[config.mk]
export PLATFORM = sky130hd
export DESIGN_NAME = gpio
export DESIGN_NICKNAME = d
export VERILOG_FILES = /design/src/hw/soc_pkg.sv /design/src/hw/gpio.sv
export SDC_FILE = /design/constraint.sdc
export NUM_CORES = 1
export LEC_CHECK = 0
export BUFFER_PORTS_ARGS = -buffer_cell sky130_fd_sc_hd__buf_2
export CAP_MARGIN = 25
export CORE_AREA = 2 2 83 117
export DETAILED_ROUTE_END_ITERATION = 12
export DIE_AREA = 0 0 85 119
export GPL_TIMING_DRIVEN = 0
export MAX_ROUTING_LAYER = met4
export PLACE_DENSITY_LB_ADDON = 0.12
export SLEW_MARGIN = 10
export SYNTH_ARGS = -nofsm -noshare
export SYNTH_HDL_FRONTEND = slang
export SYNTH_SLANG_ARGS = --single-unit
[constraint.sdc]
create_clock -name clk_i -period 2.4 [get_ports clk_i]
set_input_delay 0.36 -clock clk_i [delete_from_list [all_inputs] [get_ports clk_i]]
set_output_delay 0.36 -clock clk_i [all_outputs]
set_load 0.01 [all_outputs]
[src/hw/soc_pkg.sv]
package soc_pkg;

    // each address holds one word and each byte of it has its own select.
    localparam int DATA_W = 32;
    localparam int ADDR_W = 32;
    localparam int SEL_W  = DATA_W / 8;

    // address map as match and mask pairs.
    // an address hits a slave when (adr & mask) == match.
    localparam logic [ADDR_W-1:0] GPIO_MATCH = 32'h0000_0200;
    localparam logic [ADDR_W-1:0] GPIO_MASK  = 32'hffff_fffc;
    localparam logic [ADDR_W-1:0] SEG_MATCH  = 32'h0000_0100;
    localparam logic [ADDR_W-1:0] SEG_MASK   = 32'hffff_fffe;

    // the RAM window starts at this base and spans 2**RAM_ABITS words.
    localparam logic [ADDR_W-1:0] RAM_MATCH  = 32'h0000_1000;

    // what the default slave returns for unmapped reads.
    localparam logic [DATA_W-1:0] DEFAULT_RDATA = '1;

    // the display word is decoded in one of two ways.
    // in the hex view nibble k holds the value of digit k and only nibbles 0..3 are shown.
    // in the raw view byte k holds the segment pattern of digit k with a set bit lit.
    typedef union packed {
        logic [7:0][3:0] nib;
        logic [3:0][7:0] seg;
    } seg_word_u;

endpackage

[src/hw/gpio.sv]
module gpio
    import soc_pkg::*;
#(
    parameter int GPIO_COUNT = 24
) (
    input  logic                  clk_i,
    input  logic                  reset_i,
    input  logic                  stb_i,
    input  logic                  we_i,
    input  logic [1:0]            addr_i,
    input  logic [DATA_W-1:0]     wdata_i,
    output logic [DATA_W-1:0]     rdata_o,
    input  logic [GPIO_COUNT-1:0] gpio_i,
    output logic [GPIO_COUNT-1:0] gpio_o,
    output logic [GPIO_COUNT-1:0] gpio_oe_o
);

    logic [GPIO_COUNT-1:0] out_q;
    logic [GPIO_COUNT-1:0] oe_q;
    logic [GPIO_COUNT-1:0] meta_q;
    logic [GPIO_COUNT-1:0] sync_q;

    // pins come up as inputs driving zero.
    always_ff @(posedge clk_i) begin
        if (reset_i) begin
            out_q <= '0;
            oe_q  <= '0;
        end else if (stb_i && we_i) begin
            case (addr_i)
                2'd0: out_q <= wdata_i[GPIO_COUNT-1:0];
                2'd1: oe_q  <= wdata_i[GPIO_COUNT-1:0];
                default: ;
            endcase
        end
    end

    // two flops take the pins into the clock domain.
    always_ff @(posedge clk_i) begin
        meta_q <= gpio_i;
        sync_q <= meta_q;
    end

    always_comb begin
        case (addr_i)
            2'd0: rdata_o = DATA_W'(out_q);
            2'd1: rdata_o = DATA_W'(oe_q);
            2'd2: rdata_o = DATA_W'(sync_q);
            default: rdata_o = '0;
        endcase
    end

    assign gpio_o    = out_q;
    assign gpio_oe_o = oe_q;

endmodule

==> results.yml <==
status:
  outcome: "finished, final reports clean"
min_path:
  min_path_type: "input port to register"
worst_setup_path:
  cp-start-kind: "input port"
  cp.required_ps: 2040
  worst_setup_path_end_kind: "primary output"
  critPathKind: "input port to primary output"
  cp.arrival_ps: 1400
  cp_max_fo: 10
power_and_ir_drop:
  pwr_density_cell_mw_per_mm2: 709.8
  leakagePower_nw: 2.257
  vdd_drop_max_uv: 394.3
  p_total_mw: 3.290
cts:
  ctsHoldBuffers: 0
  path_clk_slew_ps: 60
  clkSinkCount: 96
  htree_levels: 3
  cts-resized-gates: 0
  numCtsBuffers: 9
  cts_tree: "built"
  clk_latency_ps: 330
  cts_root_buffer: "clkbuf_16"
  clockBufferDepth: 2
  cts_setup_buffers: 0
timing:
  timing.fmax_ghz: 0.5690
  post-route-min-period_ps: 1758
  timing.slew.headroom: 0.6297
  setup_tns_ps: 0
  post-route-period-util: 0.7323
  finClkSkew_ps: 1.845
  hold_viol: 0
  setup_viol: 0
  slew_viol_final: 0
  worst_slew_pin_slew_ps: 555.4
  rsz0062_at_grt: "false"
  holdWs_ps: 124.4
global_routing:
  antenna_found_initial: 0
  gr-usage-all-layers: 0.1666
  grt_overflow: 0
  use_met1: 0.1959
  busiest_layer: "met2"
  use_met3: 0.03812
  grt_pass1_vias: 2509
  grt_max_degree: 15
  use_met2: 0.2744
  grt_pass1_wl_um: 12610
die:
  io_pins: 142
  dieArea_mm2: 0.01012
  die_x_um: 85
  dieHeight_um: 119
  coreArea_mm2: 0.009196
  initial_core_util: 0.3887
  num_rows: 42
yosys:
  synth_cell_types: 13
  syn_area_per_cell_um2: 11.96
  yosys_warnings: 0
  ys_seq_area_frac: 0.5376
  syn_inst: 299
  syn_area_mm2: 0.003575
  ys_seq_elements: 96
routing:
  drtPass1Iterations: 4
  wl_per_cell_um: 14.39
  remaining_drc_errors: 0
  drtAntennaViolNets: 0
  viasPerCell: 4.558
  num_vias: 2525
  drtIter0Drc: 76
  wl_um: 7972
finish:
  fin_area_mm2: 0.004634
  nets: 501
  fin_util: 0.5039
  syn2layout_area_growth_pct: 29.65
  diodes: 0
  nFillCells: 887
  drive_above_1_share: 0.3559
placed_design:
  place_area_mm2: 0.004349
  gp_congestion: 0.7208
  hpwl_um: 5907
  io_buffers: 122
job:
  cap_violations: 0
-- Yosys cell counts (all sizes together) --
| master | number | share of area |
|---|---|---|
| buf | 20 | 0.052 |
| clkbuf | 11 | 0.012 |
| conb | 1 | 0.0010 |
| dfxtp | 96 | 0.54 |
| mux2i | 72 | 0.20 |
| nand2b | 72 | 0.13 |
| nand4b | 1 | 0.0025 |
| nor2b | 1 | 0.0018 |
| nor4bb | 1 | 0.0070 |
| o2bb2ai | 24 | 0.059 |
-- cell families (layout without fill, tap and decap cells) --
| kind of cell | count (synthesis) | after routing | synth area share |
|---|---|---|---|
| compound gates | 24 | 24 | 0.05880 |
| buf+inv | 31 | 169 | 0.06370 |
| flops | 96 | 96 | 0.5376 |
| mux | 72 | 72 | 0.2016 |
| other cells | 1 | 8 | 0.001049 |
| simple gates | 75 | 75 | 0.1372 |
-- placed cells by master (no fill, tap or decap) --
cell type / synthesis / layout
dfxtp_1: 96 / 96
buf_4: 10 / 10
conb_1: 1 / 8
nor2b_1: 1 / 1
nor4bb_4: 1 / 1
buf_6: 5 / 5
clkbuf_8: 0 / 3
buf_12: 2 / 2
mux2i_1: 72 / 72
buf_2: 3 / 125
clkbuf_1: 11 / 12
nand2b_1: 72 / 72
nand4b_1: 1 / 1
o2bb2ai_1: 24 / 24
clkinv_2: 0 / 3
clkbuf_16: 0 / 9
-- flip-flops by register name, indices dropped and copies added, names as in the netlist --
name       cells
gpio_oe_o     24
sync_q        24
gpio_o        24
meta_q        24
-- through the flow --
stage	cells	setup WS (ps)
final	554	642.5
after floorplan	306	922.8
after global placement	538	659.0
after global routing	554	569.4
after detailed placement	538	646.4
after CTS	554	633.0
-- worst paths after layout --
check,startpoint,to,slack (ps),cells after the start
worst max-delay path,addr_i[1],rdata_o[11],640,6
worst min-delay path,gpio_i[14],meta_q[14],120,1
worst max register to register,gpio_oe_o[21],gpio_oe_o[21],1760,2
worst min register to register,meta_q[23],sync_q[23],330,0
-- layout make-up --
type                            instances  area, um2  share of cell area
Multi-Input combinational cell        179       1451              0.3132
Buffer                                 31      227.7             0.04914
Timing Repair Buffer                  122      610.6              0.1317
Clock inverter                          3      15.01            0.003240
Clock buffer                           13      270.3             0.05832
Sequential cell                        96       1922              0.4147
Tap cell                              110      137.6             0.02970
-- where the power goes --
group          internal, mW  switching (mW)
logic                 0.140           0.135
clock network         0.782           0.556
registers              1.65          0.0221
total                  2.58           0.713
-- per-layer routing --
metal,routed length (um),up-vias,share of wire
li1,-,1279,-
met1,3433,1157,0.43
met2,4032,82,0.51
met3,391,7,0.049
met4,114,0,0.014
met5,0,-,0
-- critical path: stages --
cell and delay [ps]:
buf_6 110, nor2b_1 130, clkbuf_1 240, buf_4 250, o2bb2ai_1 130, buf_2 160
Power figures use the tool's default switching activity.
