## src/hw/soc_pkg.sv

```systemverilog
package soc_pkg;

    // each address holds one word and each byte of it has its own select.
    localparam int DATA_W = 32;
    localparam int ADDR_W = 32;
    localparam int SEL_W  = DATA_W / 8;

    // address map as match and mask pairs.
    // an address hits a slave when (adr & mask) == match.
    localparam logic [ADDR_W-1:0] GPIO_MATCH = 32'h0000_0200;
    localparam logic [ADDR_W-1:0] GPIO_MASK  = 32'hffff_fffc;
    localparam logic [ADDR_W-1:0] SEG_MATCH  = 32'h0000_0100;
    localparam logic [ADDR_W-1:0] SEG_MASK   = 32'hffff_fffe;

    // the RAM window starts at this base and spans 2**RAM_ABITS words.
    localparam logic [ADDR_W-1:0] RAM_MATCH  = 32'h0000_1000;

    // what the default slave returns for unmapped reads.
    localparam logic [DATA_W-1:0] DEFAULT_RDATA = '1;

    // the display word is decoded in one of two ways.
    // in the hex view nibble k holds the value of digit k and only nibbles 0..3 are shown.
    // in the raw view byte k holds the segment pattern of digit k with a set bit lit.
    typedef union packed {
        logic [7:0][3:0] nib;
        logic [3:0][7:0] seg;
    } seg_word_u;

endpackage

```

## src/hw/seg7.sv

```systemverilog
module seg7
    import soc_pkg::*;
#(
    parameter int SCAN_BITS = 16
) (
    input  logic              clk_i,
    input  logic              reset_i,
    input  logic              stb_i,
    input  logic              we_i,
    input  logic              addr_i,
    input  logic [DATA_W-1:0] wdata_i,
    output logic [DATA_W-1:0] rdata_o,
    output logic [7:0]        seg_o,
    output logic [3:0]        an_o
);

    seg_word_u            disp_q;
    logic                 raw_q;
    logic [SCAN_BITS-1:0] cnt_q;
    logic [1:0]           dig_q;
    logic [1:0]           dig_nxt;
    logic [7:0]           lit;
    logic [3:0]           an_q;
    logic [7:0]           seg_q;

    // segments a..g sit in bits 0..6 and a set bit lights the segment.
    function automatic logic [7:0] hex_to_seg(input logic [3:0] val);
        logic [7:0] pat;
        case (val)
            4'h0: pat = 8'h3f;
            4'h1: pat = 8'h06;
            4'h2: pat = 8'h5b;
            4'h3: pat = 8'h4f;
            4'h4: pat = 8'h66;
            4'h5: pat = 8'h6d;
            4'h6: pat = 8'h7d;
            4'h7: pat = 8'h07;
            4'h8: pat = 8'h7f;
            4'h9: pat = 8'h6f;
            4'ha: pat = 8'h77;
            4'hb: pat = 8'h7c;
            4'hc: pat = 8'h39;
            4'hd: pat = 8'h5e;
            4'he: pat = 8'h79;
            default: pat = 8'h71;
        endcase
        return pat;
    endfunction

    always_ff @(posedge clk_i) begin
        if (stb_i && we_i) begin
            if (addr_i) begin
                raw_q <= wdata_i[0];
            end else begin
                disp_q <= wdata_i;
            end
        end
    end

    assign rdata_o = addr_i ? DATA_W'(raw_q) : disp_q;

    assign dig_nxt = (&cnt_q) ? dig_q + 2'd1 : dig_q;
    assign lit     = raw_q ? disp_q.seg[dig_nxt] : hex_to_seg(disp_q.nib[dig_nxt]);

    // reset parks the scan just before digit 0, so the first dwell is full length.
    always_ff @(posedge clk_i) begin
        if (reset_i) begin
            cnt_q <= '1;
            dig_q <= 2'd3;
            an_q  <= 4'b1111;
            seg_q <= 8'hff;
        end else begin
            cnt_q <= cnt_q + 1'b1;
            dig_q <= dig_nxt;
            an_q  <= ~(4'b0001 << dig_nxt);
            seg_q <= ~lit;
        end
    end

    assign an_o  = an_q;
    assign seg_o = seg_q;

endmodule

```

## config.mk

```make
export PLATFORM = sky130hd
export DESIGN_NAME = seg7
export DESIGN_NICKNAME = d
export VERILOG_FILES = /design/src/hw/soc_pkg.sv /design/src/hw/seg7.sv
export SDC_FILE = /design/constraint.sdc
export NUM_CORES = 1
export LEC_CHECK = 0
export BUFFER_PORTS_ARGS = -buffer_cell sky130_fd_sc_hd__buf_2
export CAP_MARGIN = 0
export CORE_MARGIN = 3
export CORE_UTILIZATION = 43
export DETAILED_ROUTE_END_ITERATION = 12
export GPL_TIMING_DRIVEN = 0
export HOLD_SLACK_MARGIN = 0.15
export PLACE_DENSITY = 0.67
export SKIP_LAST_GASP = 1
export SYNTH_ARGS = -nofsm -noshare
export SYNTH_HDL_FRONTEND = slang
export SYNTH_SLANG_ARGS = --single-unit
export TNS_END_PERCENT = 5
```

## constraint.sdc

```tcl
create_clock -name clk_i -period 3.55 [get_ports clk_i]
set_clock_uncertainty 0.2 [all_clocks]
set_input_delay 0.71 -clock clk_i [delete_from_list [all_inputs] [get_ports clk_i]]
set_output_delay 0.71 -clock clk_i [all_outputs]
set_load 0.01 [all_outputs]
```

==> flow_summary.json, run 1 <==
{
  "status": "finished clean",
  "core_mm2": 0.00729,
  "io_pins": 81,
  "hpwl_um": 5350,
  "layout_worst_path_cycle_share": 0.927,
  "drt_iter0_drc": 95,
  "rsz0062_at_grt": "yes",
  "die_x_um": 93.0,
  "switching_share": 0.364,
  "leakagePower_nw": 1.63,
  "setup_slack_ns": 0.260,
  "dr.pass1.iters": 4,
  "cts_tree": "yes",
  "dieArea_mm2": 0.00865,
  "post_drt_wl_per_cell_um": 15.1,
  "io_buffers": 80,
  "cp-start-kind": "register",
  "clk_path_buf_depth": 2,
  "diodes": 0,
  "cap_violations": 0,
  "dr_total_vias": 2456,
  "cts_hold_buf": 0,
  "synth_ff_type": "edfxtp_1",
  "root_buffer": "clkbuf_8",
  "worstPathMaxFanout": 8,
  "grt_usage": 0.177,
  "combPwrFrac": 0.425,
  "grt_max_degree": 33,
  "critical_path_class": "register to register",
  "synthArstFlopShare": 0,
  "yosysSeqAreaShare": 0.489,
  "power_frac_clock": 0.222,
  "drt-vias-per-instance": 5.10,
  "antenna_found_initial": 0,
  "cts_buffers": 9,
  "grt_pass1_wl_um": 11900,
  "cp.arrival_ns": 3.29,
  "power_frac_seq": 0.352,
  "postCtsSetupRepairBufs": 0,
  "drtAntennaViolNets": 0,
  "overflow": 0,
  "route.detailed.drc": 0,
  "routed_wirelength_um": 7270,
  "clock-sinks": 63,
  "p_per_area_mw_per_mm2": 693,
  "fp.dieH_um": 93.0,
  "end_kind": "register",
  "switching_power_w": 0.00101,
  "drive_above_1_share": 0.303,
  "avgSynthCellArea_um2": 11.3,
  "synth.distinct_cells": 49,
  "fin_crit_ns": 3.29,
  "clock_latency_ns": 0.34,
  "ys_ff_latch": 63,
  "post-place-ws_ns": 0.219,
  "required_ns": 3.55,
  "tightestPinTransition_ns": 1.07,
  "std_cell_rows": 31,
  "fmax_ghz": 0.304,
  "intPower_w": 0.00176,
  "setup_viol": 0,
  "synthesis.area_mm2": 0.00326,
  "synth-edff-count": 33,
  "final_cell_mix": "83 x buf_2, 39 x nor2b_1, 33 x edfxtp_1, 30 x dfxtp_1, 20 x nand2_1",
  "min_path_type": "register to register",
  "clkSlewWorstSetupHoldPaths_ns": 0.07,
  "nNetsFinal": 421,
  "slew_headroom": 0.283,
  "syn_inst": 288,
  "yosysWarnings": 0,
  "irDropWorstVdd_uv": 459,
  "finalSetupTns_ns": 0,
  "gp_congestion": 0.817,
  "final_common_cell": "buf_2",
  "grt_pass1_vias": 2426,
  "initial_core_util": 0.447,
  "htreeDepth": 3,
  "syn_to_final_growth_pct": 22.4,
  "synth_nets": 331,
  "cts_resized": 0,
  "drv_slew": 0,
  "hold_violations": 0
}
[cells by family (layout without fill, tap and decap cells)]
family                   Yosys count  after routing  share of synthesized area
buffers and inverters             23            118                     0.0357
AND/OR/NAND/NOR                  129            129                      0.232
XOR/XNOR                          14             14                     0.0376
multiplexers                      24             24                      0.105
adder cells (fa/ha/maj)            6              6                     0.0230
flip-flops                        63             63                      0.489
AO/OA/AOI/OAI                     29             29                     0.0776
[layout make-up]
class | count | area (um2)
plain buffers | 17 | 93.8
multi-input cells | 202 | 1560
fillers | 679 | 3310
repair buffers | 80 | 400
well taps | 99 | 124
clock inverters | 5 | 37.5
clock buffers | 11 | 163
inverters | 5 | 18.8
flip-flops and latches | 63 | 1590
[Yosys cell counts, types with 2 or more instances]
library cell | number | area, um2
clkbuf_1 | 11 | 41.3
and4_1 | 5 | 43.8
nor2_1 | 10 | 37.5
nand2_1 | 20 | 75.1
edfxtp_1 | 33 | 991
o22ai_1 | 2 | 12.5
nand3b_1 | 5 | 37.5
o21bai_1 | 2 | 15.0
mux2_2 | 4 | 45.0
mux4_1 | 6 | 158
nor3b_1 | 4 | 30.0
xor2_1 | 9 | 78.8
xnor2_1 | 5 | 43.8
a32oi_1 | 3 | 26.3
dfxtp_1 | 30 | 601
o21ai_0 | 6 | 30.0
nor2b_1 | 39 | 244
and3_1 | 8 | 50.1
nand2b_1 | 14 | 87.6
a21oi_1 | 3 | 15.0
nand4_1 | 3 | 18.8
mux2i_1 | 14 | 140
ha_1 | 6 | 75.1
inv_1 | 5 | 18.8
nor3_1 | 5 | 25.0
a2111oi_4 | 2 | 55.1
buf_4 | 2 | 15.0
nand3_1 | 7 | 35.0
buf_2 | 3 | 15.0
or2_2 | 3 | 18.8
[power groups by stage]
stage	combinational (W)	clock, W	sequential [W]
CTS	0.00119	0.000631	0.000973
detailed placement	0.00118	0	0.000989
global route	0.00131	0.000665	0.000990
finish	0.00118	0.000614	0.000973
floorplan	0.000868	0	0.00100
global placement	0.00116	0	0.000987
[per-stage QoR]
stage / util / total power [W] / hold WS [ns] / std cells / instance area [um2]
2_1_floorplan: - / 0.00187 / 0.183 / 288 / 3260
3_3_place_gp: 0.519 / 0.00215 / 0.198 / 467 / 3780
3_5_place_dp: 0.520 / 0.00217 / 0.205 / 467 / 3790
4_1_cts: 0.547 / 0.00279 / 0.225 / 483 / 3990
5_1_grt: 0.547 / 0.00297 / 0.244 / 482 / 3990
6_report: 0.547 / 0.00276 / 0.215 / 482 / 3990
[worst paths after layout]
path / startpoint / to / slack (ns) / cells after the start
worst max-delay path: cnt_q[0] / seg_o[0] / 0.26 / 12
worst max register to register: cnt_q[0] / seg_o[0] / 0.26 / 12
worst min register to register: cnt_q[0] / cnt_q[0] / 0.21 / 1
worst min-delay path: cnt_q[0] / cnt_q[0] / 0.21 / 1
[per-layer routing]
layer	routed length, um	vias to the layer above	part of all wire	GRT usage
met3	410	6	0.056	0.0555
met2	3430	66	0.47	0.282
li1	-	1212	-	-
met1	3380	1172	0.46	0.233
met4	52	0	0.0072	0.0488
met5	0	-	0	0
[flip-flops by register name (all words and copies together) (netlist names)]
name and count:
an_o 4, cnt_q 16, dig_q 2, disp_q 32, raw_q 1, seg_o 8
[critical path: stages (launching register included)]
cell,delay [ns]
dfxtp_1,0.35
ha_1,0.20
and4_1,0.18
buf_4,0.14
and4_1,0.19
buf_6,0.13
mux2_2,0.35
a2111oi_4,0.46
inv_1,0.10
ha_1,0.25
or3_1,0.36
nor3_1,0.18
a221oi_2,0.06
Power figures use the tool's default switching activity.
==> run 2, diff against run 1 <==
Settings changed: CORE_UTILIZATION 43 to 53, PLACE_DENSITY 0.67 to 0.86.
==> run 2 against run 1 <==
Routed wire length increased by 4.3%. Power rose by 2.1%. Largest cell class unchanged. Sequential power barely moved. Cell count fell by 5.6%. Sequential share of layout area is 0.24 points higher.
==> flow_summary.json, run 2 (synthesized netlist as in run 1, its figures left out) <==
{
  "grt_pass1_vias": 2582,
  "worstPathCellList": "ha_1, and4_1, buf_4, and4_1, buf_6, buf_8, xnor2_1, mux4_1, a22oi_1",
  "switching_power_w": 0.000997,
  "intPower_w": 0.00182,
  "leakagePower_nw": 1.63,
  "fmax_ghz": 0.299,
  "critical_path.top_delay_family": "XOR/XNOR gates",
  "postCtsSetupRepairBufs": 0,
  "power_frac_seq": 0.346,
  "crit_slowest_cell": "xnor2_1",
  "htreeDepth": 3,
  "fin_crit_ns": 3.35,
  "crit_start": "cnt_q[0]",
  "rsz0062_at_grt": "no",
  "nNetsFinal": 421,
  "regMostFlops": "disp_q",
  "setup_viol": 0,
  "p_per_area_mw_per_mm2": 712,
  "dieArea_mm2": 0.00712,
  "drtAntennaViolNets": 0,
  "grt_max_degree": 33,
  "design_area_mm2": 0.00396,
  "overflow": 0,
  "std_cell_rows": 27,
  "regArea_mm2": 0.00159,
  "cp.arrival_ns": 3.41,
  "slew_headroom": 0.254,
  "placed_cell_area_mm2": 0.00375,
  "drive_above_1_share": 0.298,
  "cpMostUsedCell": "and4_1",
  "r2r_slack_ns": 0.20,
  "clkSlewWorstSetupHoldPaths_ns": 0.07,
  "cts_resized": 0,
  "drt_iter0_drc": 71,
  "io_buffers": 80,
  "utilization": 0.694,
  "switching_share": 0.353,
  "irDropWorstVdd_uv": 391,
  "antenna_found_initial": 0,
  "route.detailed.drc": 0,
  "final_cell_mix": "83 x buf_2, 39 x nor2b_1, 33 x edfxtp_1, 30 x dfxtp_1, 20 x nand2_1",
  "drt-vias-per-instance": 5.53,
  "clk_path_buf_depth": 2,
  "worstPathMaxFanout": 10,
  "tightestPinTransition_ns": 1.11,
  "fp.dieH_um": 84.4,
  "layout_worst_path_cycle_share": 0.943,
  "crit_buf_inv": 3,
  "drv_slew": 0,
  "cts_buffers": 9,
  "syn_to_final_growth_pct": 21.6,
  "clock_latency_ns": 0.34,
  "initial_core_util": 0.570,
  "largest_register_ffs": 32,
  "multiInputGateArea_mm2": 0.00156,
  "cp-start-kind": "register",
  "worstReg2RegStart": "cnt_q[0]",
  "hold_violations": 0,
  "gp_congestion": 0.839,
  "cap_violations": 0,
  "critical_path_class": "register to register",
  "dr.pass1.iters": 5,
  "grt_pass1_wl_um": 12400,
  "io_pins": 81,
  "post_drt_wl_per_cell_um": 16.7,
  "clock-sinks": 63,
  "status": "finished clean",
  "fillers": 420,
  "combPwrFrac": 0.424,
  "min_path_type": "register to register",
  "required_ns": 3.62,
  "die_x_um": 84.4,
  "core_mm2": 0.00571,
  "final_common_cell": "buf_2",
  "root_buffer": "clkbuf_8",
  "power_frac_clock": 0.230,
  "routed_wirelength_um": 7580,
  "dr_total_vias": 2514,
  "end_kind": "register",
  "finalSetupTns_ns": 0,
  "cts_tree": "yes",
  "cts_hold_buf": 0,
  "grt_usage": 0.223,
  "p_total_w": 0.00282,
  "hpwl_um": 5400,
  "diodes": 0,
  "min-delay-start": "cnt_q[0]",
  "critical-path-max-stage-delay_ns": 0.86
}
-- run 2: changes by cell type in the layout (fill, tap and decap cells not counted), sizes merged --
cell	before	now
clkinv	3	2
inv	7	5
bufinv	0	1
clkbuf	21	23
-- run 2: stage by stage --
stage          cells  hold WS, ns  setup slack (ns)
5_1_grt          455        0.244         0.0000688
3_5_place_dp     440        0.201             0.228
6_report         455        0.216             0.203
3_3_place_gp     440        0.195            -0.162
2_1_floorplan    288        0.183             0.562
4_1_cts          456        0.219             0.161
-- run 2: metal layers --
layer	part of all wire	GRT usage	wire, um	vias up
li1	-	-	-	1214
met1	0.42	0.261	3150	1197
met3	0.066	0.0618	502	15
met4	0.019	0.0906	147	0
met5	0	0	0	-
met2	0.50	0.386	3780	88
-- run 2: worst paths after layout --
check,end,cells after the start
worst min register to register,cnt_q[0],1
worst max-delay path,seg_o[5],9
worst max register to register,seg_o[5],9
worst min-delay path,cnt_q[0],1
-- run 2: layout make-up --
cell class,instances,share of cell area
Buffer,17,0.0237
Clock buffer,13,0.0430
Clock inverter,3,0.0101
Inverter,5,0.00474
Multi-Input combinational cell,202,0.393
Sequential cell,63,0.402
Tap cell,72,0.0227
Timing Repair Buffer,80,0.101
-- run 2: worst register-to-register path, delay by kind of cell, from the launching register on --
family	cells	cell delay [ns]
adder cells (fa/ha/maj)	1	0.23
multiplexers	1	0.71
flip-flops	1	0.32
AO/OA/AOI/OAI	1	0.20
AND/OR/NAND/NOR	2	0.32
buffers and inverters	3	0.42
XOR/XNOR	1	0.86
-- run 2: power groups by stage --
stage	sequential (W)	combinational, W	clock (W)
2_1_floorplan	0.00100	0.000868	0
3_5_place_dp	0.000989	0.00118	0
5_1_grt	0.000992	0.00130	0.000696
4_1_cts	0.000974	0.00120	0.000659
6_report	0.000976	0.00120	0.000650
3_3_place_gp	0.000985	0.00114	0
==> run 3, diff against run 2 <==
Settings changed: CELL_PAD_IN_SITES_DETAIL_PLACEMENT set to 0, CELL_PAD_IN_SITES_GLOBAL_PLACEMENT set to 1, CORE_UTILIZATION 53 to 41, MAX_ROUTING_LAYER set to met4.
Clock period 3.55 ns to 3.58 ns, I/O delays scaled along.
==> run 3 against run 2 <==
Combinational power fell by 3%. Maximum frequency fell by 0.59%. Routed wire length fell by 3.7%. Sequential share of layout area fell by 0.15 points. Critical path depth rose by 3. Design area rose by 0.38%. Sequential cell count did not move. Clock power fell by 11%. Utilization fell by 16 points. Worst setup slack improved by 0.010 ns.
==> flow_summary.json, run 3 (synthesized netlist as in run 1, its figures left out) <==
{
  "status": "finished clean",
  "fillers": 672,
  "syn_to_final_growth_pct": 22.1,
  "p_total_w": 0.00271,
  "layout_worst_path_cycle_share": 0.941,
  "routed_wirelength_um": 7290,
  "regMostFlops": "disp_q",
  "cts_tree": "yes",
  "fmax_ghz": 0.297,
  "cp.arrival_ns": 3.36,
  "nNetsFinal": 421,
  "grt_pass1_wl_um": 11700,
  "cp-start-kind": "register",
  "grt_pass1_vias": 2389,
  "hold_violations": 0,
  "setup_viol": 0,
  "clk_path_buf_depth": 2,
  "largest_register_ffs": 32,
  "die_x_um": 95.1,
  "crit_buf_inv": 3,
  "critical_path.top_delay_family": "simple AND/OR/NAND/NOR gates",
  "overflow": 0,
  "root_buffer": "clkbuf_8",
  "io_buffers": 80,
  "post_drt_wl_per_cell_um": 15.1,
  "clkSlewWorstSetupHoldPaths_ns": 0.08,
  "end_kind": "register",
  "utilization": 0.531,
  "final_common_cell": "buf_2",
  "route.detailed.drc": 0,
  "fp.dieH_um": 95.1,
  "diodes": 0,
  "io_pins": 81,
  "slew_headroom": 0.272,
  "critical_path_class": "register to register",
  "min_path_type": "register to register",
  "cts_buffers": 9,
  "leakagePower_nw": 1.62,
  "gp_congestion": 0.825,
  "antenna_found_initial": 0,
  "hpwl_um": 5420,
  "core_mm2": 0.00749,
  "dr_total_vias": 2434,
  "clock_latency_ns": 0.34,
  "worstPathMaxFanout": 8,
  "irDropWorstVdd_uv": 370,
  "drv_slew": 0,
  "required_ns": 3.57,
  "grt_usage": 0.175,
  "fin_crit_ns": 3.37,
  "clock-sinks": 63,
  "final_cell_mix": "83 x buf_2, 39 x nor2b_1, 33 x edfxtp_1, 30 x dfxtp_1, 20 x nand2_1",
  "drt-vias-per-instance": 5.05,
  "htreeDepth": 3,
  "drt_iter0_drc": 76,
  "cts_resized": 0,
  "rsz0062_at_grt": "no",
  "crit_slowest_cell": "a2111oi_4",
  "cap_violations": 0,
  "initial_core_util": 0.435,
  "tightestPinTransition_ns": 1.08,
  "grt_max_degree": 33,
  "drtAntennaViolNets": 0,
  "dieArea_mm2": 0.00905,
  "p_per_area_mw_per_mm2": 682,
  "std_cell_rows": 31,
  "drive_above_1_share": 0.300,
  "critical-path-max-stage-delay_ns": 0.45,
  "dr.pass1.iters": 4,
  "worstPathCellList": "ha_1, and4_1, buf_4, and4_1, buf_6, mux2_2, a2111oi_4, inv_1, ha_1, or3_1, nor3_1, a221oi_2"
}
[run 3: changes by cell type in the layout (fill, tap and decap cells not counted)]
cell        before  now
clkbuf_1        12   10
bufinv_16        1    0
inv_6            0    1
clkinv_4         0    2
clkinv_1         0    1
clkbuf_8        10    9
clkinvlp_4       0    1
clkinv_2         2    1
[run 3: final cells by class]
cell class,instances,area (um2),area share
Buffer,17,93.8,0.0236
Clock buffer,10,149,0.0374
Clock inverter,6,42.5,0.0107
Inverter,5,18.8,0.00472
Multi-Input combinational cell,202,1560,0.391
Sequential cell,63,1590,0.400
Tap cell,99,124,0.0312
Timing Repair Buffer,80,400,0.101
[run 3: timing repair]
item / CTS / global route
hold buffers: 0 / 0
setup buffers: 0 / 0
endpoints found under the setup margin: 0 / 1
[run 3: worst paths after layout]
path         cells after the start  endpoint  slack, ns     start
max                             12  seg_o[0]       0.21  cnt_q[0]
min                              1  cnt_q[0]       0.22  cnt_q[0]
max reg2reg                     12  seg_o[0]       0.21  cnt_q[0]
min reg2reg                      1  cnt_q[0]       0.22  cnt_q[0]
[run 3: stage by stage]
stage | TNS, ns | std cells | hold slack (ns) | instance area, um2 | worst slack, ns
finish | 0 | 482 | 0.222 | 3980 | 0.213
global route | 0 | 482 | 0.240 | 3980 | 0.00602
CTS | 0 | 483 | 0.230 | 3980 | 0.201
detailed placement | 0 | 467 | 0.211 | 3790 | 0.211
global placement | -3.77 | 467 | 0.195 | 3780 | -0.120
floorplan | 0 | 288 | 0.183 | 3260 | 0.592
[run 3: routing by layer]
metal | wire (um) | vias up | global-route usage
met4 | 92 | 0 | 0.0469
met2 | 3370 | 72 | 0.273
li1 | - | 1214 | -
met1 | 3460 | 1137 | 0.229
met3 | 369 | 11 | 0.0418
met5 | 0 | - | -
[run 3: power by group]
group / total [W] / leakage [nW] / switching, W / internal, W
Clock: 0.000576 / 0.0954 / 0.000282 / 0.000294
Sequential: 0.000969 / 0.551 / 0.0000814 / 0.000888
Combinational: 0.00116 / 0.971 / 0.000626 / 0.000539
