===== src/hw/soc_pkg.sv =====
package soc_pkg;

    // each address holds one word and each byte of it has its own select.
    localparam int DATA_W = 32;
    localparam int ADDR_W = 32;
    localparam int SEL_W  = DATA_W / 8;

    // address map as match and mask pairs.
    // an address hits a slave when (adr & mask) == match.
    localparam logic [ADDR_W-1:0] GPIO_MATCH = 32'h0000_0200;
    localparam logic [ADDR_W-1:0] GPIO_MASK  = 32'hffff_fffc;
    localparam logic [ADDR_W-1:0] SEG_MATCH  = 32'h0000_0100;
    localparam logic [ADDR_W-1:0] SEG_MASK   = 32'hffff_fffe;

    // the RAM window starts at this base and spans 2**RAM_ABITS words.
    localparam logic [ADDR_W-1:0] RAM_MATCH  = 32'h0000_1000;

    // what the default slave returns for unmapped reads.
    localparam logic [DATA_W-1:0] DEFAULT_RDATA = '1;

    // the display word is decoded in one of two ways.
    // in the hex view nibble k holds the value of digit k and only nibbles 0..3 are shown.
    // in the raw view byte k holds the segment pattern of digit k with a set bit lit.
    typedef union packed {
        logic [7:0][3:0] nib;
        logic [3:0][7:0] seg;
    } seg_word_u;

endpackage


===== src/hw/wb_mux.sv =====
module wb_mux
    import soc_pkg::*;
#(
    parameter int RAM_ABITS = 10
) (
    input  logic                 clk_i,
    input  logic                 reset_i,

    // master side
    input  logic                 cyc_i,
    input  logic                 stb_i,
    input  logic [ADDR_W-1:0]    adr_i,
    output logic [DATA_W-1:0]    dat_o,
    output logic                 ack_o,

    // slave side
    output logic                 ram_stb_o,
    output logic                 seg_stb_o,
    output logic                 gpio_stb_o,
    output logic [RAM_ABITS-1:0] off_o,
    input  logic [DATA_W-1:0]    ram_rdata_i,
    input  logic                 ram_ack_i,
    input  logic [DATA_W-1:0]    seg_rdata_i,
    input  logic [DATA_W-1:0]    gpio_rdata_i
);

    // clear the low RAM_ABITS bits so the whole RAM window matches.
    localparam logic [ADDR_W-1:0] RAM_MASK =
        ~((ADDR_W'(1) << RAM_ABITS) - ADDR_W'(1));

    logic cs;
    logic gpio_hit;
    logic seg_hit;
    logic ram_hit;
    logic def_hit;
    logic ram_hit_q;

    assign cs = cyc_i & stb_i;

    // the first match in priority order wins.
    assign gpio_hit = (adr_i & GPIO_MASK) == GPIO_MATCH;
    assign seg_hit  = !gpio_hit && ((adr_i & SEG_MASK) == SEG_MATCH);
    assign ram_hit  = !gpio_hit && !seg_hit && ((adr_i & RAM_MASK) == RAM_MATCH);
    assign def_hit  = !gpio_hit && !seg_hit && !ram_hit;

    // only one slave ever sees a strobe.
    // the default region gets none, so writes there go nowhere.
    assign gpio_stb_o = cs & gpio_hit;
    assign seg_stb_o  = cs & seg_hit;
    assign ram_stb_o  = cs & ram_hit;

    assign off_o = adr_i[RAM_ABITS-1:0];

    // remembers that the RAM was strobed last cycle.
    // its registered ack is only passed on while that strobe is still held.
    always_ff @(posedge clk_i) begin
        if (reset_i) begin
            ram_hit_q <= 1'b0;
        end else begin
            ram_hit_q <= ram_stb_o;
        end
    end

    // seg7, gpio and the default slave answer in the strobe cycle.
    assign ack_o = (cs & (gpio_hit | seg_hit | def_hit))
                 | (ram_stb_o & ram_hit_q & ram_ack_i);

    always_comb begin
        if (gpio_hit) begin
            dat_o = gpio_rdata_i;
        end else if (seg_hit) begin
            dat_o = seg_rdata_i;
        end else if (ram_hit) begin
            dat_o = ram_rdata_i;
        end else begin
            dat_o = DEFAULT_RDATA;
        end
    end

endmodule


===== config.mk =====
export PLATFORM = sky130hd
export DESIGN_NAME = wb_mux
export DESIGN_NICKNAME = d
export VERILOG_FILES = /design/src/hw/soc_pkg.sv /design/src/hw/wb_mux.sv
export SDC_FILE = /design/constraint.sdc
export NUM_CORES = 1
export LEC_CHECK = 0
export ABC_AREA = 1
export ABC_CLOCK_PERIOD_IN_PS = 1280
export BUFFER_PORTS_ARGS = -buffer_cell sky130_fd_sc_hd__clkbuf_2
export CORE_AREA = 2 2 72 74
export CTS_CLUSTER_DIAMETER = 50
export DETAILED_ROUTE_END_ITERATION = 16
export DIE_AREA = 0 0 74 76
export HOLD_SLACK_MARGIN = 0.03
export PLACE_DENSITY = 0.72
export RECOVER_POWER = 50
export SLEW_MARGIN = 20
export SYNTH_ARGS = -nofsm -noshare
export SYNTH_HDL_FRONTEND = slang
export SYNTH_SLANG_ARGS = --single-unit

===== constraint.sdc =====
create_clock -name clk_i -period 1.28 [get_ports clk_i]
set_input_delay 0.192 -clock clk_i [delete_from_list [all_inputs] [get_ports clk_i]]
set_output_delay 0.192 -clock clk_i [all_outputs]
set_load 0.005 [all_outputs]

==> results of run 1 <==
[cell type report]
class,count,area (um2),area share [%]
tap,70,87.6,3.28
inverter,41,179,6.70
timing repair buffer,192,1180,44.3
sequential,1,20.0,0.750
multi-input combinational,223,1200,45.0
[cell usage in the layout (no fill, tap or decap), types with 2 or more instances in the layout]
master and n:
clkbuf_1 4, clkbuf_16 2, or2_2 4, buf_2 3, clkbuf_2 165, buf_12 7, nand3_1 21, inv_2 7
or2_1 8, nor2_4 8, nand2_4 4, nor2_1 7, nand2_1 112, buf_6 7, inv_1 31, buf_4 2
or2_4 3, nand2_2 30, nand3_2 14, nor2_2 8
[where the power goes]
| part | total (uW) | switching, uW | internal (uW) |
|---|---|---|---|
| Clock | 0 | 0 | 0 |
| Combinational | 326 | 128 | 198 |
| Sequential | 31.8 | 0.000000498 | 31.8 |
| Total | 358 | 128 | 230 |
[through the flow]
step	total power [uW]	utilization, %
final	358	54.3
after global routing	394	54.3
after detailed placement	319	48.3
after floorplan	115	-
after global placement	315	48.3
after CTS	327	50.3
[layer usage]
| metal | global-route usage, % | vias up | part of all wire, % |
|---|---|---|---|
| met3 | 1.46 | 6 | 7.8 |
| met1 | 17.7 | 928 | 39 |
| met2 | 36.6 | 107 | 52 |
| li1 | - | 1187 | - |
| met5 | 0 | - | 0 |
| met4 | 1.82 | 0 | 0.95 |
[how the worst max path moves through the flow]
stage,startpoint,endpoint,slack [ps],depth (start not counted)
global route,adr_i[15],dat_o[26],-420,13
floorplan,adr_i[18],dat_o[14],-20,11
finish,adr_i[15],dat_o[26],-310,13
global placement,adr_i[30],dat_o[31],-320,11
CTS,adr_i[30],dat_o[13],-300,13
detailed placement,adr_i[30],dat_o[8],-390,11
[cell families (layout without fill, tap and decap cells)]
group	after synthesis	count (layout)
DFF	1	1
and+or+nand+nor	222	222
AOI/OAI and AO/OA	1	1
buffers and inverters	63	233
[repair_timing]
| action | CTS | global route |
|---|---|---|
| pin swaps | 6 | 16 |
| gates resized for setup | 17 | 54 |
| gates cloned | 1 | 2 |
| endpoints found under the setup margin | 37 | 37 |
| hold buffers | 0 | 0 |
==> results.md, run 1 <==
- Status: finished, violations left
- Failing checks: negative setup slack
- Yosys warns: 0
- RSZ-0062 raised after global routing: yes
- Hold Startpoint: reset_i
- CP required: 1090 ps
- Synth Area in Simple Gates: 73.7%
- Post-synth EDFFs: 0
- Synthesized area: 0.00137 mm2
- Initial core utilization: 27.9%
- Pre-CTS setup slack: -393 ps
- Most frequent cell after synthesis: nand2_1
- Die width: 74 um
- Fillers: 508
- Synth Area in Compound Gates: 0.365%
- Critical Path Slowest Stage Cell: clkbuf_16
- Hold_ws: 360 ps
- Async SR Flop Fraction: 0%
- Worst hold path stage count: 2
- Layout cell share with drive strength beyond 1: 59.1%
- Post-Syn Instances: 287
- Crit path buffers/inverters: 4
- Layout Area Growth over Synthesis: 94.8%
- Top cells by area, synth: nand2_1, inv_1, nand3_1
- Crit start category: input port
- Vias per cell: 4.23
- Synthesized net count: 420
- # DRC: 0
- DRT Wirelength: 5350 um
- Yosys top cell area share: 38.6%
- Die Ht: 76 um
- Final Instance Area: 0.00267 mm2
- Postcts setup bufs: 0
- FP Rows: 26
- Initial antenna violation count: 0
- Max-cap violations: 0
- GR Overflow Total: 0
- Top cells by count, synth: nand2_1, inv_1, nand3_1
- Total track usage: 17.3%
- Reg with most FFs: ram_hit_q
- Largest net degree at the start of global routing: 19
- First-pass GRT wire length: 8210 um
- Placed Area: 0.00237 mm2
- Setup violations, final: 36
- Post-Layout Cell Count: 527
- Iter 0 DRT Violations: 39
- Leakage power: 0.00157 uW
- Wire per inst: 10.1 um
- TNS Setup: -8870 ps
- Hold Vio Cnt, Final: 0
- Delay-heaviest family, CP: simple AND/OR/NAND/NOR gates
- Final WS setup: -308 ps
- Vias in the first global route: 2107
- Max IR drop VDD: 0.000143 V
- Netlist cell types: 22
- Dpl hpwl: 4190 um
- Post-synthesis sequential area ratio: 1.46%
- CP endpoint kind: primary output
- Critical Path AT: 1400 ps
- Final GP Congestion: 0.752
- Placed insts: 524
- Ys flop type: dfxtp_1
- Synthesis-stage register bit count: 1
- Final Critical Period: 1590 ps
- Yosys top cell by area: nand2_1
- Critical Path Most Common Cell: nand2_1
- Max incr delay on CP: 160 ps
- Mean Syn Cell Area: 4.77 um2
- Top flop regs: ram_hit_q: 1 flops
- Reg clk slew, reported paths: 0 ps
- First-pass DRT Iterations: 4
- Die ar.: 0.00562 mm2
- Post-synthesis xor/xnor area fraction: 0%
- I/O pin total: 179
- Worst hold endpoint: ram_hit_q$_SDFF_PP0_
- Kind of critical path: input port to primary output
- Routed Antenna Nets: 0
- Multiplexer share of the synthesized area: 0%
- N_diodes: 0
- Worst-margin pin slew: 192 ps
- Number of flip-flops in the largest register: 1
- Pwr/cell area: 134 mW/mm2
- Crit path cell chain: clkbuf_2, nor2_2, nand2_2, inv_2, nand2_2, nor2_4, nand2_4, nand2_4, clkbuf_16, nand2_1, nand2_1, nand2_1, clkbuf_2
- Min-delay worst type: input port to flop
- Largest family of logic cells by synthesized area: simple AND/OR/NAND/NOR gates
- Nets@finish: 592
- Slew headroom: 87.2%
- Worst Path Max Fanout: 7
- Fmax achieved: 630 MHz
- Synth Area in Adders: 0%
- Fin crit share: 124%
- Buffers on Ports: 176
- Vias: 2228
- Final Slew Violations: 0
- Core ar.: 0.00491 mm2
No activity file was read; power rests on OpenSTA's default activity.
==> run 2: changes to the inputs <==
--- a/config.mk
+++ b/config.mk
@@ -13,7 +13,7 @@
 export DETAILED_ROUTE_END_ITERATION = 16
 export DIE_AREA = 0 0 74 76
 export HOLD_SLACK_MARGIN = 0.03
-export PLACE_DENSITY = 0.72
+export PLACE_DENSITY = 0.83
 export RECOVER_POWER = 50
 export SLEW_MARGIN = 20
 export SYNTH_ARGS = -nofsm -noshare
==> run 2 against run 1 <==
  * Design area down 1.1%
  * Largest cell class unchanged
  * The run still ends with negative setup slack left
  * Global-route usage up 0.85 points
  * Sequential power about the same
  * Flip-flop and latch count unchanged
==> results.md, run 2 (synthesized netlist as in run 1, its figures left out) <==
- Vias: 2352
- Layout Area Growth over Synthesis: 92.7%
- Wire per inst: 11.0 um
- I/O pin total: 179
- # DRC: 0
- Layout cell share with drive strength beyond 1: 56.4%
- Initial antenna violation count: 0
- GR Overflow Total: 0
- RSZ-0062 raised after global routing: yes
- Initial core utilization: 27.9%
- TNS Setup: -10640 ps
- Number of flip-flops in the largest register: 1
- Fmax achieved: 615 MHz
- Max IR drop VDD: 0.000107 V
- Buffers on Ports: 176
- Kind of critical path: input port to primary output
- Pwr/cell area: 143 mW/mm2
- Vias per cell: 4.43
- DRT Wirelength: 5840 um
- Final Critical Period: 1630 ps
- FP Rows: 26
- Max-cap violations: 0
- Nets@finish: 596
- Final Slew Violations: 0
- Top flop regs: ram_hit_q: 1 flops
- Hold Vio Cnt, Final: 0
- Reg with most FFs: ram_hit_q
- Iter 0 DRT Violations: 59
- CP required: 1090 ps
- Dpl hpwl: 4500 um
- Status: finished, violations left
- Hold_ws: 384 ps
- Vias in the first global route: 2075
- Pre-CTS setup slack: -418 ps
- Failing checks: negative setup slack
- Hold Buf Count CTS: 0
- Critical Path AT: 1430 ps
- Post-Layout Cell Count: 531
- Final GP Congestion: 0.797
- Crit start category: input port
- Fin crit share: 127%
- Worst-margin pin slew: 224 ps
- Commonest non-fill, non-tap cells in the layout: clkbuf_2, nand2_1, inv_1
- Setup violations, final: 36
- Largest net degree at the start of global routing: 21
- First-pass GRT wire length: 8590 um
- CP endpoint kind: primary output
- Leakage power: 0.00160 uW
- Total track usage: 18.1%
- Commonest non-fill, non-tap cell in the layout: clkbuf_2
- Min-delay worst type: input port to primary output
- Die Ht: 76 um
- Worst Path Max Fanout: 18
- Routed Antenna Nets: 0
- Slew headroom: 85.1%
- Die width: 74 um
- N_diodes: 0
- First-pass DRT Iterations: 4
- Final WS setup: -345 ps
- Die ar.: 0.00562 mm2
- Core ar.: 0.00491 mm2
- Worst hold path stage count: 0
- Placed insts: 526
-- run 2: changes by cell type in the layout (fill, tap and decap cells not counted), sizes merged --
| cell | delta |
|---|---|
| nand3 | +1 |
| buf | +6 |
| clkbuf | -3 |
-- run 2: worst paths after layout --
path,from,to,slack (ps)
worst max-delay path,adr_i[18],dat_o[18],-350
worst min-delay path,adr_i[0],off_o[0],380
-- run 2: stage by stage --
step | util [%] | total power (uW) | instance area [um2]
after floorplan | - | 115 | 1420
final | 53.7 | 378 | 2640
after global placement | 47.9 | 321 | 2350
after CTS | 49.8 | 338 | 2450
after global routing | 53.7 | 412 | 2640
after detailed placement | 47.9 | 328 | 2350
-- run 2: layer usage --
| layer | global-route usage, % | up-vias | part of all wire, % |
|---|---|---|---|
| met2 | 38.8 | 94 | 58 |
| met3 | 1.32 | 4 | 6.1 |
| met1 | 18.3 | 1062 | 36 |
| met4 | 1.82 | 0 | 0.65 |
| li1 | - | 1192 | - |
| met5 | 0 | - | 0 |
-- run 2: what timing repair did --
| item | 4_1_cts | 5_1_grt |
|---|---|---|
| gates cloned | 1 | 2 |
| resized for setup | 18 | 45 |
| pin swaps | 4 | 8 |
| setup endpoints to repair | 37 | 37 |
| setup buffers | 1 | 2 |
-- run 2: layout make-up --
cell class / count / area, um2
Fill cell: 488 / 2270
Inverter: 41 / 174
Multi-Input combinational cell: 224 / 1200
Sequential cell: 1 / 20.0
Tap cell: 70 / 87.6
Timing Repair Buffer: 195 / 1150
-- run 2: report_power, final --
part / internal (uW) / leakage, uW / total (uW) / switching, uW
clock network: 0 / 0 / 0 / 0
logic: 209 / 0.00159 / 347 / 138
registers: 31.8 / 0.00000805 / 31.8 / 0.000000628
-- run 2: worst max-delay path, cell delays in order --
cell	delay [ps]
clkbuf_2	90
inv_2	40
nand2_2	50
nor2_2	150
nand2_4	90
nor2_4	130
buf_4	140
nand2_4	90
buf_8	180
nand3_1	100
nand3_2	70
clkbuf_2	110
==> run 3: changes to the inputs <==
--- a/config.mk
+++ b/config.mk
@@ -5,15 +5,14 @@
 export SDC_FILE = /design/constraint.sdc
 export NUM_CORES = 1
 export LEC_CHECK = 0
-export ABC_AREA = 1
-export ABC_CLOCK_PERIOD_IN_PS = 1280
+export ABC_CLOCK_PERIOD_IN_PS = 1540
 export BUFFER_PORTS_ARGS = -buffer_cell sky130_fd_sc_hd__clkbuf_2
-export CORE_AREA = 2 2 72 74
+export CORE_AREA = 2 2 69 71
 export CTS_CLUSTER_DIAMETER = 50
 export DETAILED_ROUTE_END_ITERATION = 16
-export DIE_AREA = 0 0 74 76
+export DIE_AREA = 0 0 71 73
 export HOLD_SLACK_MARGIN = 0.03
-export PLACE_DENSITY = 0.83
+export PLACE_DENSITY = 0.8
 export RECOVER_POWER = 50
 export SLEW_MARGIN = 20
 export SYNTH_ARGS = -nofsm -noshare
==> constraint.sdc (replaced) <==
create_clock -name clk_i -period 1.54 [get_ports clk_i]
set_input_delay 0.231 -clock clk_i [delete_from_list [all_inputs] [get_ports clk_i]]
set_output_delay 0.231 -clock clk_i [all_outputs]
set_load 0.005 [all_outputs]
==> run 3 against run 2 <==
  * The flow still finishes with violations (negative setup slack)
  * Via count is 12% lower
  * Power is 12% lower
  * Design area is 3.6% lower
  * Core utilization is 2.4 points higher
  * First-iteration DRC count is 22% higher
  * Synthesized cell count is 41% lower
  * Die area is 7.8% lower
==> results.md, run 3 <==
- Status: finished, violations left
- Failing checks: negative setup slack
- Worst Path Max Fanout: 7
- Top cells by area, synth: nor3_1, a22oi_1, o22ai_1
- Final WS setup: -379 ps
- Hold_ws: 403 ps
- CP endpoint kind: primary output
- Placed Area: 0.00230 mm2
- Top cells by count, synth: nor3_1, a22oi_1, o22ai_1
- # DRC: 0
- Kind of critical path: input port to primary output
- Synthesized area: 0.00109 mm2
- Initial core utilization: 24.1%
- N_diodes: 0
- Async SR Flop Fraction: 0%
- Reg clk slew, reported paths: 0 ps
- Wire per inst: 14.5 um
- Total track usage: 19.5%
- Most frequent cell after synthesis: nor3_1
- Slew headroom: 77.2%
- Layout cell share with drive strength beyond 1: 71.6%
- RSZ-0062 raised after global routing: yes
- Initial antenna violation count: 0
- Leakage power: 0.00115 uW
- Setup violations, final: 36
- Hold Startpoint: reset_i
- I/O pin total: 179
- Yosys warns: 0
- Top flop regs: ram_hit_q: 1 flops
- Worst hold path stage count: 2
- Dpl hpwl: 4690 um
- First-pass GRT wire length: 8430 um
- Fmax achieved: 521 MHz
- DRT Wirelength: 5840 um
- Post-synth EDFFs: 0
- Nets@finish: 483
- Yosys top cell by area: nor3_1
- Vias in the first global route: 1815
- Post-synthesis sequential area ratio: 1.83%
- Netlist cell types: 27
- Die ar.: 0.00518 mm2
- Final GP Congestion: 0.838
- Yosys top cell area share: 19.2%
- Total power: 332 uW
- Die width: 71 um
- Final Critical Period: 1920 ps
- Final Instance Area: 0.00255 mm2
- Vias per cell: 5.18
- Ys flop type: dfxtp_1
- CP required: 1310 ps
- FP Rows: 25
- Max-cap violations: 0
- Buffers on Ports: 176
- Pwr/cell area: 130 mW/mm2
- Synthesis-stage register bit count: 1
- Post-Syn Instances: 169
- Min-delay worst type: input port to flop
- Final Slew Violations: 0
- Core ar.: 0.00454 mm2
- Die Ht: 73 um
- Synthesized net count: 302
- Crit start category: input port
- Fin crit share: 125%
- Mean Syn Cell Area: 6.47 um2
- Commonest non-fill, non-tap cells in the layout: clkbuf_2, nor3_1, a22oi_1
- Number of flip-flops in the largest register: 1
- Reg with most FFs: ram_hit_q
- Max IR drop VDD: 0.0000899 V
- Iter 0 DRT Violations: 72
- Vias: 2081
- Commonest non-fill, non-tap cell in the layout: clkbuf_2
- Critical Path AT: 1690 ps
- Layout Area Growth over Synthesis: 133%
- Hold Vio Cnt, Final: 0
- Worst-margin pin slew: 340 ps
- Largest net degree at the start of global routing: 27
- Worst hold endpoint: ram_hit_q$_SDFF_PP0_
- First-pass DRT Iterations: 4
- Routed Antenna Nets: 0
- GR Overflow Total: 0
-- run 3: cell count changes after synthesis, moves of 9 or more --
cell / previous run / this run
nor2_1: 20 / 2
nor3_1: 1 / 42
o22ai_1: 0 / 24
nand3_1: 25 / 1
nand3_2: 11 / 0
a22oi_1: 0 / 24
nand2_1: 141 / 2
inv_1: 38 / 8
clkbuf_1: 2 / 11
-- run 3: critical path, stage by stage --
cell       delay (ps)
buf_6             100
nor4_4            320
nand4_4           150
buf_12            180
a211oi_4          220
buf_4             160
clkbuf_16         140
o22ai_2            50
clkbuf_2          120
-- run 3: how the worst max path moves through the flow --
| stage | start | depth (start not counted) | end |
|---|---|---|---|
| floorplan | adr_i[2] | 5 | dat_o[17] |
| global placement | adr_i[2] | 7 | dat_o[15] |
| detailed placement | adr_i[10] | 8 | dat_o[5] |
| CTS | adr_i[2] | 6 | dat_o[20] |
| global route | adr_i[30] | 9 | dat_o[28] |
| finish | adr_i[13] | 9 | dat_o[28] |
-- run 3: what timing repair did --
item | 4_1_cts | 5_1_grt
pin swaps | 2 | 6
setup buffers | 1 | 2
resized for setup | 18 | 31
cloned | 0 | 1
setup endpoints to repair | 36 | 37
hold buffers | 0 | 0
-- run 3: where the power goes --
group          internal [uW]  leakage, uW  switching (uW)
logic                    179      0.00114             126
clock network              0            0               0
registers               26.4   0.00000805     0.000000630
-- run 3: cell type report --
class | count | area (um2)
inverter | 8 | 30.0
timing repair buffer | 209 | 1260
sequential | 1 | 20.0
fill | 442 | 1990
tap | 54 | 67.6
multi-input combinational | 130 | 1160
-- run 3: cells by family (layout without fill, tap and decap cells) --
| logic type | Yosys count | in the layout | synth area share [%] |
|---|---|---|---|
| buffers and inverters | 38 | 217 | 19.3 |
| AOI/OAI and AO/OA | 66 | 66 | 42.8 |
| and+or+nand+nor | 64 | 64 | 36.0 |
| DFF | 1 | 1 | 1.83 |
-- run 3: layer usage --
| metal | global-route usage [%] | wire length [um] | vias up |
|---|---|---|---|
| met3 | 1.24 | 367 | 0 |
| met5 | 0 | 0 | - |
| met1 | 23.2 | 2190 | 955 |
| li1 | - | - | 1033 |
| met2 | 39.9 | 3290 | 93 |
| met4 | 0.419 | 0 | 0 |
-- run 3: per-stage QoR --
stage / TNS (ps) / setup WS [ps] / cells / util, %
CTS: -11530 / -372 / 399 / 53.2
global placement: -11960 / -404 / 398 / 50.8
floorplan: -3330 / -145 / 169 / -
detailed placement: -12180 / -387 / 398 / 50.8
global route: -14730 / -466 / 402 / 56.1
finish: -11980 / -379 / 402 / 56.1
